===== config.mk =====
export PLATFORM = sky130hd
export DESIGN_NAME = delay_stream_top
export DESIGN_NICKNAME = d
export VERILOG_FILES = /design/src/hdl/stream_pkg.sv /design/src/hdl/delay_stream_top.sv /design/src/hdl/delay_cfg_regs.sv /design/src/hdl/delay_stream.sv /design/src/hdl/msg_queue.sv /design/src/hdl/interval_gate.sv
export VERILOG_INCLUDE_DIRS = /design/src /design/src/hdl
export SDC_FILE = /design/constraint.sdc
export NUM_CORES = 1
export LEC_CHECK = 0
export ABC_AREA = 1
export BUFFER_PORTS_ARGS = -buffer_cell sky130_fd_sc_hd__clkbuf_2
export CORE_MARGIN = 2
export CORE_UTILIZATION = 45
export DETAILED_ROUTE_END_ITERATION = 8
export PLACE_DENSITY = 0.72
export SYNTH_ARGS = -nofsm -noshare
export SYNTH_HDL_FRONTEND = slang
export SYNTH_SLANG_ARGS = --single-unit

===== constraint.sdc =====
create_clock -name clk -period 4.9 [get_ports clk]
set_input_delay 0.98 -clock clk [delete_from_list [all_inputs] [get_ports clk]]
set_output_delay 0.98 -clock clk [all_outputs]
set_load 0.005 [all_outputs]

===== src/hdl/stream_consts.svh =====
//------------------------------------------------------------
// Stream delay constants
// Payload and tag widths, queue depth, interval width
// and the Wishbone word addresses of the register block
//------------------------------------------------------------

`ifndef STREAM_CONSTS_SVH
`define STREAM_CONSTS_SVH

// Message payload
`define DATA_W 32
`define TAG_W 8

// FIFO entries, power of two
`define QUEUE_DEPTH 8

// Idle-cycle interval width
`define INTV_W 8

// Register word addresses
`define REG_SEND_INTV 2'd0
`define REG_RECV_INTV 2'd1
`define REG_SEND_CNT 2'd2
`define REG_RECV_CNT 2'd3

`endif

===== src/hdl/stream_pkg.sv =====
//------------------------------------------------------------
// Stream delay types
// Message, interval configuration and Wishbone bus structs
//------------------------------------------------------------

`include "stream_consts.svh"

package stream_pkg;

  // Stream message, tag in the upper bits
  typedef struct packed {
    logic [`TAG_W-1:0]  tag;
    logic [`DATA_W-1:0] data;
  } stream_msg_t;

  // Idle cycles after each transfer, per side
  typedef struct packed {
    logic [`INTV_W-1:0] send_intv;
    logic [`INTV_W-1:0] recv_intv;
  } delay_cfg_t;

  //----------------------------------------------------------
  // Wishbone classic, word addressed
  //----------------------------------------------------------

  typedef struct packed {
    logic        cyc;
    logic        stb;
    logic        we;
    logic [1:0]  adr;
    logic [31:0] dat_w;
  } wb_req_t;

  typedef struct packed {
    logic        ack;
    logic [31:0] dat_r;
  } wb_rsp_t;

endpackage


===== src/hdl/delay_stream_top.sv =====
//------------------------------------------------------------
// Delay stream top level
// Delay stage with its Wishbone configuration block
//------------------------------------------------------------

`timescale 1ns/1ns

module delay_stream_top (
  input  logic                    clk,
  input  logic                    rst,

  // Register port
  input  stream_pkg::wb_req_t     wb_req,
  output stream_pkg::wb_rsp_t     wb_rsp,

  // Input stream
  input  logic                    send_val,
  output logic                    send_rdy,
  input  stream_pkg::stream_msg_t send_msg,

  // Output stream
  output logic                    recv_val,
  input  logic                    recv_rdy,
  output stream_pkg::stream_msg_t recv_msg
);

  import stream_pkg::*;

  delay_cfg_t cfg;
  logic       send_fire;
  logic       recv_fire;

  // Intervals and counters
  delay_cfg_regs u_cfg_regs (
    .clk       (clk),
    .rst       (rst),
    .wb_req    (wb_req),
    .wb_rsp    (wb_rsp),
    .cfg       (cfg),
    .send_fire (send_fire),
    .recv_fire (recv_fire)
  );

  // Stream path
  delay_stream #(
    .t_msg (stream_msg_t)
  ) u_delay_stream (
    .clk       (clk),
    .rst       (rst),
    .cfg       (cfg),
    .send_val  (send_val),
    .send_rdy  (send_rdy),
    .send_msg  (send_msg),
    .recv_val  (recv_val),
    .recv_rdy  (recv_rdy),
    .recv_msg  (recv_msg),
    .send_fire (send_fire),
    .recv_fire (recv_fire)
  );

endmodule


===== src/hdl/delay_cfg_regs.sv =====
//------------------------------------------------------------
// Delay configuration registers
// Wishbone classic slave with the two interval registers
// and free-running send and receive transfer counters
//------------------------------------------------------------

`timescale 1ns/1ns

`include "stream_consts.svh"

module delay_cfg_regs (
  input  logic                   clk,
  input  logic                   rst,
  input  stream_pkg::wb_req_t    wb_req,
  output stream_pkg::wb_rsp_t    wb_rsp,
  output stream_pkg::delay_cfg_t cfg,
  input  logic                   send_fire,
  input  logic                   recv_fire
);

  import stream_pkg::*;

  delay_cfg_t  cfg_q;
  logic [31:0] send_cnt;
  logic [31:0] recv_cnt;
  logic        ack_q;
  logic [31:0] rdata_q;
  logic [31:0] rdata;
  logic        req;

  // New request, the cycle after ack is skipped
  assign req = wb_req.cyc & wb_req.stb & !ack_q;

  assign cfg          = cfg_q;
  assign wb_rsp.ack   = ack_q;
  assign wb_rsp.dat_r = rdata_q;

  //----------------------------------------------------------
  // Read mux
  //----------------------------------------------------------

  always_comb begin
    unique case (wb_req.adr)
      `REG_SEND_INTV: rdata = 32'(cfg_q.send_intv);
      `REG_RECV_INTV: rdata = 32'(cfg_q.recv_intv);
      `REG_SEND_CNT:  rdata = send_cnt;
      `REG_RECV_CNT:  rdata = recv_cnt;
      default:        rdata = '0;
    endcase
  end

  // Read data sampled with the ack
  always_ff @(posedge clk) begin
    if (req) begin
      rdata_q <= rdata;
    end
  end

  //----------------------------------------------------------
  // Registers, ack and counters
  //----------------------------------------------------------

  always_ff @(posedge clk) begin
    if (rst) begin
      ack_q    <= 1'b0;
      cfg_q    <= '0;
      send_cnt <= '0;
      recv_cnt <= '0;
    end else begin
      ack_q <= req;
      // Only the interval words are writable
      if (req && wb_req.we) begin
        if (wb_req.adr == `REG_SEND_INTV) begin
          cfg_q.send_intv <= wb_req.dat_w[`INTV_W-1:0];
        end
        if (wb_req.adr == `REG_RECV_INTV) begin
          cfg_q.recv_intv <= wb_req.dat_w[`INTV_W-1:0];
        end
      end
      // Wrapping transfer totals
      if (send_fire) begin
        send_cnt <= send_cnt + 1'b1;
      end
      if (recv_fire) begin
        recv_cnt <= recv_cnt + 1'b1;
      end
    end
  end

  // One request, one single-cycle ack
  a_ack_single: assert property (
    @(posedge clk) disable iff (rst)
    ack_q |=> !ack_q
  );

endmodule


===== src/hdl/delay_stream.sv =====
//------------------------------------------------------------
// Delay stream stage
// Send gate, message queue and receive gate in a row
// Keeps run-time idle intervals between transfers on each
// side, the queue absorbs the rate difference
//------------------------------------------------------------

`timescale 1ns/1ns

module delay_stream #(
  parameter type t_msg = logic
) (
  input  logic                   clk,
  input  logic                   rst,
  input  stream_pkg::delay_cfg_t cfg,

  // Input stream
  input  logic                   send_val,
  output logic                   send_rdy,
  input  t_msg                   send_msg,

  // Output stream
  output logic                   recv_val,
  input  logic                   recv_rdy,
  output t_msg                   recv_msg,

  // Transfer strobes for the counters
  output logic                   send_fire,
  output logic                   recv_fire
);

  // Queue handshakes between the gates
  logic q_in_val;
  logic q_in_rdy;
  logic q_out_val;
  logic q_out_rdy;

  //----------------------------------------------------------
  // Send side
  //----------------------------------------------------------

  // Closes the input for send_intv cycles per accept
  interval_gate u_send_gate (
    .clk      (clk),
    .rst      (rst),
    .intv     (cfg.send_intv),
    .up_val   (send_val),
    .up_rdy   (send_rdy),
    .down_val (q_in_val),
    .down_rdy (q_in_rdy),
    .fire     (send_fire)
  );

  //----------------------------------------------------------
  // Queue, the only message path
  //----------------------------------------------------------

  msg_queue #(
    .t_msg (t_msg)
  ) u_queue (
    .clk     (clk),
    .rst     (rst),
    .in_val  (q_in_val),
    .in_rdy  (q_in_rdy),
    .in_msg  (send_msg),
    .out_val (q_out_val),
    .out_rdy (q_out_rdy),
    .out_msg (recv_msg)
  );

  //----------------------------------------------------------
  // Receive side
  //----------------------------------------------------------

  // Hides queue head for recv_intv cycles per delivery
  interval_gate u_recv_gate (
    .clk      (clk),
    .rst      (rst),
    .intv     (cfg.recv_intv),
    .up_val   (q_out_val),
    .up_rdy   (q_out_rdy),
    .down_val (recv_val),
    .down_rdy (recv_rdy),
    .fire     (recv_fire)
  );

endmodule


===== src/hdl/msg_queue.sv =====
//------------------------------------------------------------
// Message queue
// Synchronous FIFO with valid/ready on both sides and a
// registered output slot, capacity DEPTH messages in all
//------------------------------------------------------------

`timescale 1ns/1ns

`include "stream_consts.svh"

module msg_queue #(
  parameter type t_msg = logic,
  parameter int  DEPTH = `QUEUE_DEPTH
) (
  input  logic clk,
  input  logic rst,
  input  logic in_val,
  output logic in_rdy,
  input  t_msg in_msg,
  output logic out_val,
  input  logic out_rdy,
  output t_msg out_msg
);

  localparam int AW = $clog2(DEPTH);
  localparam logic [AW:0] CAP = (AW+1)'(DEPTH);

  // Storage, no reset on payload
  t_msg mem [DEPTH];

  // Pointers carry one extra wrap bit
  logic [AW:0] wr_ptr;
  logic [AW:0] rd_ptr;
  logic [AW:0] mem_count;
  logic [AW:0] occ;
  logic [AW:0] occ_next;
  logic        mem_empty;
  logic        push;
  logic        pop;
  logic        load;

  assign push = in_val & in_rdy;
  assign pop  = out_val & out_rdy;

  assign mem_count = wr_ptr - rd_ptr;
  assign mem_empty = (wr_ptr == rd_ptr);

  // Refill the output slot when free or being drained
  assign load = !mem_empty & (!out_val | out_rdy);

  // Total fill counts the output slot too
  assign occ      = mem_count + {{AW{1'b0}}, out_val};
  assign occ_next = occ + {{AW{1'b0}}, push} - {{AW{1'b0}}, pop};

  //----------------------------------------------------------
  // Data path
  //----------------------------------------------------------

  always_ff @(posedge clk) begin
    if (push) begin
      mem[wr_ptr[AW-1:0]] <= in_msg;
    end
    if (load) begin
      out_msg <= mem[rd_ptr[AW-1:0]];
    end
  end

  //----------------------------------------------------------
  // Control
  //----------------------------------------------------------

  always_ff @(posedge clk) begin
    if (rst) begin
      wr_ptr  <= '0;
      rd_ptr  <= '0;
      out_val <= 1'b0;
      in_rdy  <= 1'b0;
    end else begin
      if (push) begin
        wr_ptr <= wr_ptr + 1'b1;
      end
      if (load) begin
        rd_ptr  <= rd_ptr + 1'b1;
        out_val <= 1'b1;
      end else if (pop) begin
        out_val <= 1'b0;
      end
      // Registered ready, low once the next fill reaches capacity
      in_rdy <= (occ_next != CAP);
    end
  end

  // Registered ready must agree with the fill level
  a_no_push_full: assert property (
    @(posedge clk) disable iff (rst)
    push |-> (occ != CAP)
  );

  a_no_pop_empty: assert property (
    @(posedge clk) disable iff (rst)
    pop |-> (occ != '0)
  );

endmodule


===== src/hdl/interval_gate.sv =====
//------------------------------------------------------------
// Interval gate
// Valid/ready pass-through that closes for a programmed
// number of cycles after every transfer
//------------------------------------------------------------

`timescale 1ns/1ns

`include "stream_consts.svh"

module interval_gate (
  input  logic              clk,
  input  logic              rst,
  input  logic [`INTV_W-1:0] intv,
  input  logic              up_val,
  output logic              up_rdy,
  output logic              down_val,
  input  logic              down_rdy,
  output logic              fire
);

  // Remaining idle cycles
  logic [`INTV_W-1:0] cnt;
  logic               open;

  // Gate open only once the count has run out
  assign open = (cnt == '0);

  // Ready never looks at val
  assign down_val = up_val & open;
  assign up_rdy   = down_rdy & open;
  assign fire     = up_val & up_rdy;

  // Interval sampled at the transfer, then counted down
  always_ff @(posedge clk) begin
    if (rst) begin
      cnt <= '0;
    end else if (fire) begin
      cnt <= intv;
    end else if (!open) begin
      cnt <= cnt - 1'b1;
    end
  end

  // No transfer inside an idle window
  a_fire_when_open: assert property (
    @(posedge clk) disable iff (rst)
    fire |-> (cnt == '0)
  );

endmodule


==> results.txt, run 1 <==
After routing, the total negative slack on setup checks comes to 0 ns. The worst-case clock buffer depth is 3. Once the floorplan was initialized, standard cells occupied 45.8% of the core.

The worst setup path is launched from a flop. Summed over all nets, wire length on met2 after detailed routing comes to 22.9 mm. The fmax came out at 310 MHz. Setup repair after global routing left no endpoint under its margin. The number of hold buffers added after cts came out at 0. The net switching fraction of the power came out at 30.1%. For the worst setup path, the data arrival time is 3.72 ns. The endpoint identified for the worst register-to-register timing path is u_delay_stream.u_queue.in_rdy$_SDFF_PP0_. The clock latency on the worst-skew pair is 0.61 ns. The startpoint identified for the worst hold timing path is u_cfg_regs.ack_q$_SDFF_PP0_.

The most frequently used cell type in the post-synthesis netlist is nand2_1. The post-CTS resize count is 0. The TritonCTS buffer count is 49. The number of antenna diodes is 0. The end-of-flow core utilization came out at 51.9%.

The wire length on met1 is 20.7 mm. The data required time of the critical path came out at 5.38 ns. The top routing layer in use is met5. The portion of the clock cycle consumed by the worst path in the final layout is 65.9%.

The number of flops mapped to enable cells by yosys came out at 392. By area the synthesized netlist is led by edfxtp_1 56%, dfxtp_1 10%, nand2_1 8.0%. The post-route cell area came out at 23700 sq um. The final count of pins violating max slew is 0. In this run the tightest slew margin relative to its limit is 22.2%. The number of antenna violations at the first check in global routing is 3. The final layout contains routed wiring with a total length of 48.3 mm. The clock-pin slew of the registers on the worst-case setup and hold paths is 0.06 ns. The floorplan step set the die height to 219 microns. The final net count came out at 2230. The die covers 48100 sq um. The cell count after synthesis is 2022. The wire length per cell after detailed routing came out at 17.4 microns.

The mapped netlist covers 20900 sq um. The startpoint identified for the worst register-to-register timing path is u_delay_stream.u_queue.rd_ptr[0]$_SDFFE_PP0P_. The design draws 0.0111 W. In this run the power density over the cells is 470 nW/um^2. Summed over all layers, the global routing overflow is 0. The number of distinct standard cells referenced by the synthesized netlist came out at 39. The commonest cells after synthesis are 445 x nand2_1, 392 x edfxtp_1, 351 x nor2_1. In this run the worst path has a maximum fanout of 50. Between clock sinks in the finished design, the worst skew comes to 0.0261 ns. The pin count of the biggest net entering global routing is 117. CTS placed an instance of clkbuf_16 at the clock tree root. After detailed routing, the number of remaining DRC violations is 0. Counting the fill cells in the layout gives 3995. The number of rows in the core area is 78. In this run the standard cell core region covers 45600 sq um. The count of clock tree sinks came out at 499.

The proportion of layout cells with a drive suffix above 1 came out at 12.4%. Summing all placed instances gives a cell area of 22100 sq um. The flow ran to the end, and the final reports show no timing, DRC or antenna violations. The number of global-route vias before repair is 14200. TritonCTS built the clock tree.

The first-iteration detailed-routing DRC count is 1328. The portion of total power attributed to combinational logic came out at 20.1%. The sequential element share of the synthesized area came out at 66.7%. The cell type contributing the most total cell area after synthesis is edfxtp_1. The count of pins on the block boundary came out at 156.

The overall die width came out at 219 microns. The share of Yosys cell area claimed by the top area cell type is 56.4%. The count of maximum capacitance violations is 0. The first-pass GRT wire length is 74.7 mm. The routability congestion estimate from global placement is 0.919. The final critical path time including I/O delays and setup is 3.23 ns.

The post-synthesis area per instance is 10.3 sq um. The worst IR drop on VDD is 0.343 mV. The analysis attributes to cell leakage a power of 8.20 nW. The routed wire length on met3 is 3.23 mm.

Relative to the synthesized area, the layout overhead comes to 13.4%. Setup violations remaining at the end of the flow were counted as 0. The depth of the most critical reg-to-reg path came out at 10.

The post-synthesis net count came out at 2117. Final hold analysis gives a worst-case slack of 0.473 ns. The internal power contribution came out at 0.00778 W.

The most used flip-flop cell after synthesis is edfxtp_1. The portion of total power attributed to the clock network is 32.8%. The total routing resource utilization after global routing is 20.0%. The pin slew with the least headroom to its limit came out at 1.17 ns.

The share of synthesized flip-flops with an asynchronous set or reset is 0%. The worst hold path terminates at u_cfg_regs.ack_q$_SDFF_PP0_. The register share of total power is 47.1%. The worst-case register-to-register setup slack is 1.67 ns.

The number of warnings printed during yosys synthesis came out at 0. Before antenna repair, the detailed router went through 7 iterations. The total via count in the routed design is 14900. In the routed layout, each cell is associated on average with a via count of 5.38. The worst setup path is captured at a flop. The analysis attributes to net switching a power of 0.00335 W. After synthesis the netlist holds a flip-flop and latch count of 499. The total number of H-tree levels came out at 2. By startpoint and endpoint, the worst setup path is classified as reg -> reg. The final antenna-violating net count is 0.

The number of cells on the worst hold path came out at 1. The number of buffers added for setup after CTS is 0. During placement, the flow inserted port buffers numbering 131. The hold violation count in the final report came out at 0. The worst hold path belongs to the class reg -> reg.

The post-detailed-placement half-perimeter wirelength came out at 27.9 mm.
placed cells by master, fill, tap and decap left out, types with 4 or more instances in the layout:
cell type   Yosys  final
o2111ai_1       8      8
ha_1           10     10
nand2_2         5      5
nor3_1         27     18
clkbuf_1       56     13
nor2_1        351    351
edfxtp_1      392    392
clkbuf_2        0    131
clkinvlp_4      0      4
nand2_1       445    445
a21oi_1        62     62
nand3_1        54     54
clkinv_1        2      8
xor2_1         13     13
clkinv_2        1      8
o22ai_1        91     91
a31oi_1         6      6
o21ai_0       205    205
fa_1            4      4
clkbuf_16       0     50
buf_4           4     21
or2_2           4      4
a22o_1          7      7
xnor2_1         5      5
nor3_2          2     11
dfxtp_1       107    104
o21ai_1         4      4
inv_6           0      4
nand4_1         4      4
nor2_2          8      8
inv_1          98     96
nor2_4          5      5
worst max-delay path, cell delays in order (launching register included):
cell and delay (ns):
dfxtp_4 0.71, inv_4 0.33, fa_1 0.47, fa_1 0.50, ha_1 0.14, inv_1 0.04, fa_1 0.48, nor3b_1 0.17
nand2_1 0.07, o21ai_0 0.15, inv_1 0.05
worst max path at each step:
| stage | startpoint | endpoint | cells after the start |
|---|---|---|---|
| final | u_delay_stream.u_queue.rd_ptr[0]$_SDFFE_PP0P_ | u_delay_stream.u_queue.in_rdy$_SDFF_PP0_ | 10 |
| after global routing | u_delay_stream.u_queue.rd_ptr[0]$_SDFFE_PP0P_ | u_delay_stream.u_queue.in_rdy$_SDFF_PP0_ | 10 |
| after CTS | u_delay_stream.u_queue.rd_ptr[0]$_SDFFE_PP0P_ | u_delay_stream.u_queue.in_rdy$_SDFF_PP0_ | 10 |
| after detailed placement | recv_rdy | u_delay_stream.u_queue.in_rdy$_SDFF_PP0_ | 11 |
| after global placement | recv_rdy | u_delay_stream.u_queue.in_rdy$_SDFF_PP0_ | 11 |
| after floorplan | send_val | u_delay_stream.u_queue.mem[0][0]$_DFFE_PP_ | 5 |
power by group through the flow:
stage               Sequential (W)  Combinational [W]  Clock, W
floorplan                  0.00525            0.00153         0
global placement           0.00531            0.00217         0
detailed placement         0.00532            0.00224         0
CTS                        0.00524            0.00225   0.00373
global route               0.00527            0.00253   0.00388
finish                     0.00523            0.00224   0.00365
layout make-up:
class                   instances  area (sq um)  share of cell area (%)
inverters                     103           392                    1.66
clock inverters                26           238                    1.00
clock buffers                  65          1330                    5.61
multi-input cells            1330          6210                    26.3
repair buffers                152           813                    3.44
well taps                     600           751                    3.17
flip-flops and latches        499         13900                    58.8
routing by layer:
metal | global-route usage, % | vias up
li1 | - | 7203
met1 | 25.9 | 7122
met2 | 32.7 | 500
met3 | 4.07 | 111
met4 | 8.40 | 6
met5 | 0 | -
logic make-up (layout without fill, tap and decap cells):
logic type / after synthesis / after routing / share of synthesized area (%)
adder cells (fa/ha/maj): 14 / 14 / 0.983
AO/OA/AOI/OAI: 384 / 384 / 10.1
flip-flops: 499 / 499 / 66.7
buffers and inverters: 193 / 346 / 3.77
AND/OR/NAND/NOR: 914 / 914 / 17.7
XOR/XNOR: 18 / 18 / 0.755
per-stage QoR:
step	setup WS (ns)	std cells
floorplan	0.281	2022
global placement	1.47	2684
detailed placement	1.49	2684
CTS	1.65	2775
global route	1.46	2775
finish	1.67	2775
state kept, by name, summed over array words and instances, names as in the netlist:
signal                          flops
u_cfg_regs.ack_q                    1
u_cfg_regs.cfg                     16
u_cfg_regs.rdata_q                 32
u_cfg_regs.recv_cnt                32
u_cfg_regs.send_cnt                32
u_delay_stream.u_queue.in_rdy       1
u_delay_stream.u_queue.mem        320
u_delay_stream.u_queue.out_msg     40
u_delay_stream.u_queue.out_val      1
u_delay_stream.u_queue.rd_ptr       4
u_delay_stream.u_queue.wr_ptr       4
u_delay_stream.u_recv_gate.cnt      8
u_delay_stream.u_send_gate.cnt      8
(Power assumes the default switching activity.)
==> run 2, diff against run 1 <==
- PLACE_DENSITY: 0.72 -> 0.74
- clock period: 4.9 -> 2.95 ns (I/O delays scaled with it)
==> run 2 against run 1 <==
Compared with the run above: wire length increased by 1.8%; clock power increased by 75%; sequential power increased by 65%; critical endpoint unchanged; largest cell class unchanged.
==> results.txt, run 2 (synthesized netlist as in run 1, its figures left out) <==
The final hold slack is 0.243 ns (-0.229 ns). The static power due to leakage is 8.37 nW (+2.1%). The path class of the tightest hold or removal check is in -> reg.

The count of clock tree sinks is 499 (unchanged). The number of global-route vias before repair is 14600 (+2.9%). The wire length per cell after detailed routing is 17.6 microns (+1.2%). The arrival time reported for the critical path endpoint came out at 3.37 ns (-0.35 ns). The run finished with clean final reports. The total via count in the routed design came to 15100 (+1.2%).

The area enclosed by the die boundary is 48100 sq um (unchanged). The number of antenna diodes came out at 0 (unchanged). The pin count of the biggest net entering global routing is 99 (-15%). The worst slew margin relative to its limit was 33.8% (+12 points). The clock-pin slew of the registers on the worst-case setup and hold paths is 0.06 ns (about the same). The final critical path time including I/O delays and setup was 2.87 ns (-0.363 ns). The critical path in this run is classified as reg -> reg. The final net count came to 2244 (+0.63%).

The final count of pins violating max slew came out at 0 (unchanged). The worst-case clock buffer depth was 3 (unchanged). The biggest fanout along the worst timing path is 3 (-94%). The final clock skew was 0.0528 ns (+0.0267 ns). The final antenna-violating net count is 0 (unchanged).

The hold violation count in the final report came out at 0 (unchanged). The number of antenna violations at the first check in global routing came to 4 (+1). The worst IR drop on VDD is 0.693 mV (+100%). The initial core utilization came to 45.8% (unchanged). The data required time of the critical path is 3.45 ns (-1.93 ns). The final total power came out at 0.0190 W (+71%). The type of destination of the critical path is a flop. TritonCTS built the clock tree.

The total number of H-tree levels came out at 2 (unchanged). The number of buffers added for setup after CTS came out at 0 (unchanged). The post-detailed-placement half-perimeter wirelength is 28.8 mm (+3.2%). The count of maximum capacitance violations came out at 0 (unchanged). The overall die width came out at 219 microns (unchanged). The area of the core is 45600 sq um (unchanged). The total wire length after detailed routing is 49.2 mm (+1.8%). The remaining routing DRC violations is 0 (unchanged). The final setup TNS came out at 0 ns (unchanged). The fmax came to 349 MHz (+13%). Compared with the post-synthesis result, the final layout area differs by 15.2%. The total setup violations reported at the end of the flow is 0 (unchanged). The number of rows in the core area was 78 (unchanged). The via density per instance was 5.42 (+0.65%). The total routing resource utilization after global routing came out at 20.4% (+0.45 points). Setup repair after global routing could not meet its margin everywhere. The proportion of layout cells with a drive suffix above 1 came out at 13.9% (+1.5 points). The worst-case register-to-register setup slack came out at 0.08 ns (-1.59 ns). The routability congestion estimate from global placement is 0.910 (-0.93%). The portion of the clock cycle consumed by the worst path in the final layout is 97.2% (+31 points). The total global routing overflow came out at 0 (unchanged). The count of fill cells added during filler insertion came to 3829 (-4.2%). The pin slew with the least headroom to its limit came out at 0.994 ns (-0.174 ns).

The vertical die dimension is 219 microns (unchanged). The root buffer cell chosen for the clock tree is clkbuf_16. STA classifies the critical path startpoint as a flop. The library cells used most frequently in the layout, excluding fill and tap cells, are 443 x nand2_1, 392 x edfxtp_1, 350 x nor2_1.

The flip-flop count of the largest register after layout is 320 (unchanged). The library cell used most frequently in the layout, excluding fill and tap cells, is nand2_1. The count of buffers inserted at the top-level ports came out at 131 (unchanged). The clock latency on the worst-skew pair is 0.62 ns (about the same). The power density over cell area came out at 789 nW/um^2 (+68%). The count of pins on the block boundary was 156 (unchanged). The first-iteration detailed-routing DRC count came to 1586 (+19%). The TritonCTS buffer count is 50 (+2.0%). The first-pass GRT wire length came out at 76.7 mm (+2.7%).

The number of optimization iterations in the first detailed-route pass came out at 5 (-2).
## run 2: worst max-delay path: stages, from the launching register on
cell	delay, ns
dfxtp_2	0.33
inv_2	0.08
ha_4	0.14
nand2_4	0.05
nor2_4	0.12
nand3_4	0.09
fa_2	0.35
fa_1	0.54
ha_2	0.17
inv_2	0.03
fa_1	0.47
nor3b_2	0.16
nand2_1	0.06
o21ai_1	0.12
inv_1	0.05
## run 2: path summary, 6_finish.rpt
check | from | end | cells past startpoint
worst max-delay path | u_delay_stream.u_recv_gate.cnt[1]$_SDFFE_PP0P_ | u_delay_stream.u_queue.in_rdy$_SDFF_PP0_ | 14
worst min-delay path | send_msg[23] | u_delay_stream.u_queue.mem[5][23]$_DFFE_PP_ | 1
worst max register to register | u_delay_stream.u_recv_gate.cnt[1]$_SDFFE_PP0P_ | u_delay_stream.u_queue.in_rdy$_SDFF_PP0_ | 14
worst min register to register | u_cfg_regs.send_cnt[31]$_SDFFE_PP0P_ | u_cfg_regs.send_cnt[31]$_SDFFE_PP0P_ | 2
## run 2: report_power, final
part	switching (W)	leakage [nW]	total (W)	internal, W
combinational	0.00269	3.14	0.00398	0.00129
sequential	0.000281	4.42	0.00862	0.00833
clock	0.00278	0.806	0.00638	0.00360
total	0.00575	8.37	0.0190	0.0132
## run 2: final cells by class
cell class	count	area [sq um]	share of cell area, %
flip-flops and latches	499	13900	57.9
multi-input cells	1330	6310	26.2
clock buffers	57	1280	5.32
repair buffers	165	998	4.15
well taps	600	751	3.12
inverters	103	390	1.62
clock inverters	37	387	1.61
## run 2: stage by stage
stage	worst slack (ns)	area [sq um]	utilization, %	std cells
after floorplan	-0.299	21000	-	2022
after global placement	0.0487	22400	49.1	2697
after detailed placement	0.0256	22400	49.1	2697
after CTS	0.0566	24000	52.7	2791
after global routing	-0.0947	24000	52.7	2791
final	0.0822	24000	52.7	2791
## run 2: repair_timing
action / 4_1_cts / 5_1_grt
endpoints found under the setup margin: 0 / 1
resized for setup: 0 / 3
hold buffers: 0 / 0
hold endpoints to repair: 0 / 0
## run 2: per-layer routing
| metal | part of all wire [%] | global-route usage [%] |
|---|---|---|
| met5 | 0.11 | 0 |
| met4 | 2.4 | 6.58 |
| met1 | 42 | 27.0 |
| met3 | 7.8 | 3.99 |
| met2 | 48 | 33.9 |
==> run 3, diff against run 2 <==
- CTS_BUF_LIST: not set -> sky130_fd_sc_hd__clkbuf_8
==> run 3 against run 2 <==
Compared with the run above: sequential power about the same; flip-flop and latch count unchanged; design area shrank 0.71%; total power is 4.8% lower; worst setup slack lost 0.016 ns; clock power fell by 15%; first-iteration DRC count fell by 6.6%; register-to-register slack worse by 0.02 ns; largest power group unchanged; highest routed layer unchanged.
==> results.txt, run 3 (synthesized netlist as in run 1, its figures left out) <==
The run finished with clean final reports. The worst-case clock buffer depth was 3 (unchanged). The via density per instance is 5.39 (-0.57%).

The min-delay analysis places its worst path in the category in -> reg. The number of rows in the core area came out at 78 (unchanged). The remaining routing DRC violations came out at 0 (unchanged).

The count of fill cells added during filler insertion came to 3897 (+1.8%). The static power due to leakage came out at 8.44 nW (+0.80%). The clock latency on the worst-skew pair came out at 0.67 ns (+0.05 ns). The top cell types in the final layout, fill and taps aside, are 443 x nand2_1, 392 x edfxtp_1, 351 x nor2_1.

The routability congestion estimate from global placement came to 0.910 (unchanged). The final hold slack is 0.207 ns (-0.0366 ns). The count of buffers inserted at the top-level ports came to 131 (unchanged). The total wire length after detailed routing is 49.3 mm (+0.30%). The number of antenna violations at the first check in global routing is 4 (unchanged). The instance count after placement with tap cells included came out at 2697 (unchanged). The area of the core came to 45600 sq um (unchanged). The portion of the clock cycle consumed by the worst path in the final layout came to 97.8% (+0.54 points). The final critical path time including I/O delays and setup came to 2.88 ns (+0.0160 ns). The final antenna-violating net count came to 0 (unchanged). The pin count of the biggest net entering global routing was 99 (unchanged). The vertical die dimension came out at 219 microns (unchanged).

The pin slew with the least headroom to its limit is 1.01 ns (+0.0200 ns). The first-iteration detailed-routing DRC count came out at 1481 (-6.6%). The first-pass GRT wire length came out at 76.9 mm (+0.31%).

The tree is rooted in a clkbuf_8. The count of clock tree sinks came out at 499 (unchanged). The final count of pins violating max slew is 0 (unchanged). The start-to-end type of the worst setup path is reg -> reg. The total setup violations reported at the end of the flow came out at 0 (unchanged). The arrival time reported for the critical path endpoint came out at 3.43 ns (+0.06 ns). The overall die width was 219 microns (unchanged). The count of pins on the block boundary came out at 156 (unchanged). The area enclosed by the die boundary is 48100 sq um (unchanged).

The final net count came out at 2279 (+1.6%). The number of hold buffers added after cts is 0 (unchanged). The worst slack after detailed placement came to 0.0256 ns (unchanged). On the critical path, the stage with the largest delay is an instance of fa_1. The total global routing overflow is 0 (unchanged).

The startpoint kind of the worst setup timing path is a flop. The delay of the slowest critical-path stage is 0.51 ns (-0.03 ns). The biggest fanout along the worst timing path was 3 (unchanged).

The setup slack of the critical path after layout came out at 0.0662 ns (-0.0160 ns). The post-detailed-placement half-perimeter wirelength came to 28.8 mm (unchanged). The signal on the critical path passes through inv_2 > ha_4 > nand2_4 > nor2_4 > nand3_4 > fa_2 > fa_1 > ha_2 > inv_2 > fa_1 > nor3b_2 > nand2_1 > o21ai_1 > inv_1. The fmax is 347 MHz (-0.56%).

The most common cell after layout, fill and taps aside is nand2_1. The power density over cell area came to 757 nW/um^2 (-4.2%). The count of maximum capacitance violations came out at 0 (unchanged).

The proportion of layout cells with a drive suffix above 1 came out at 14.4% (+0.51 points). The final clock skew is 0.0400 ns (-0.0127 ns). The count of non-filler cells in the finished layout is 2845 (+1.9%). The final setup TNS is 0 ns (unchanged). The TritonCTS buffer count came out at 80 (+60%). The number of global-route vias before repair was 14800 (+1.8%). The worst IR drop on VDD came out at 0.683 mV (-1.5%).

The end-of-flow core utilization is 52.4% (-0.37 points). The total number of H-tree levels came out at 3 (+1). TritonCTS built the clock tree.

The total via count in the routed design is 15300 (+1.4%). The total routing resource utilization after global routing is 20.6% (+0.20 points). The initial core utilization came out at 45.8% (unchanged). The area growth from synthesis to layout came out at 14.3%. The number of optimization iterations in the first detailed-route pass came to 7 (+2). The number of antenna diodes is 0 (unchanged). The data required time of the critical path came to 3.49 ns (+0.04 ns).

The clock-pin slew of the registers on the worst-case setup and hold paths came out at 0.06 ns (about the same). The worst setup path is captured at a flop. The flip-flop count of the largest register after layout is 320 (unchanged). The wire length per cell after detailed routing is 17.3 microns (-1.6%). Setup repair after global routing could not meet its margin everywhere. The worst slew margin relative to its limit is 32.4% (-1.3 points). The hold violation count in the final report came out at 0 (unchanged).
==> run 3: what timing repair did <==
| action | in CTS | in global routing |
|---|---|---|
| gates resized for setup | 0 | 3 |
| buffers inserted | 0 | 5 |
| endpoints found under the setup margin | 0 | 1 |
==> run 3: worst max-delay path: cells and delay by family, from the launching register on <==
kind,cells,cell delay [ns]
AOI/OAI and AO/OA,1,0.11
buffers and inverters,3,0.16
DFF,1,0.33
adders and majority gates,5,1.69
and+or+nand+nor,5,0.50
==> run 3: area by class of cell <==
class                      instances  area (sq um)  area share (%)
inverter                         103           390            1.64
tap                              600           751            3.15
timing repair buffer             170          1040            4.34
clock buffer                      82          1130            4.73
clock inverter                    61           325            1.36
multi-input combinational       1330          6310            26.4
sequential                       499         13900            58.3
==> run 3: final timing paths <==
path,to,slack (ns),from,cells after the start
max,u_delay_stream.u_queue.in_rdy$_SDFF_PP0_,0.07,u_delay_stream.u_recv_gate.cnt[0]$_SDFFE_PP0P_,14
min,u_delay_stream.u_queue.mem[1][4]$_DFFE_PP_,0.21,send_msg[4],1
max reg2reg,u_delay_stream.u_queue.in_rdy$_SDFF_PP0_,0.07,u_delay_stream.u_recv_gate.cnt[0]$_SDFFE_PP0P_,14
min reg2reg,u_cfg_regs.send_cnt[31]$_SDFFE_PP0P_,0.49,u_cfg_regs.send_cnt[31]$_SDFFE_PP0P_,2
==> run 3: report_power, final <==
part / internal, W / switching, W
registers: 0.00834 / 0.000280
logic: 0.00132 / 0.00269
clock network: 0.00277 / 0.00266
total: 0.0124 / 0.00562
==> run 3: stage by stage <==
step,instance area (sq um),power (W)
final,23900,0.0181
after global routing,23900,0.0190
after CTS,23800,0.0182
after detailed placement,22400,0.0127
after global placement,22400,0.0126
after floorplan,21000,0.0113
==> run 3: per-layer routing <==
layer | wire, microns | GRT usage, % | part of all wire [%] | up-vias
li1 | - | - | - | 7311
met1 | 20800 | 26.8 | 42 | 7338
met2 | 23300 | 33.7 | 47 | 558
met3 | 3800 | 4.70 | 7.7 | 116
met4 | 1400 | 7.91 | 2.8 | 8
met5 | 50 | 0 | 0.10 | -
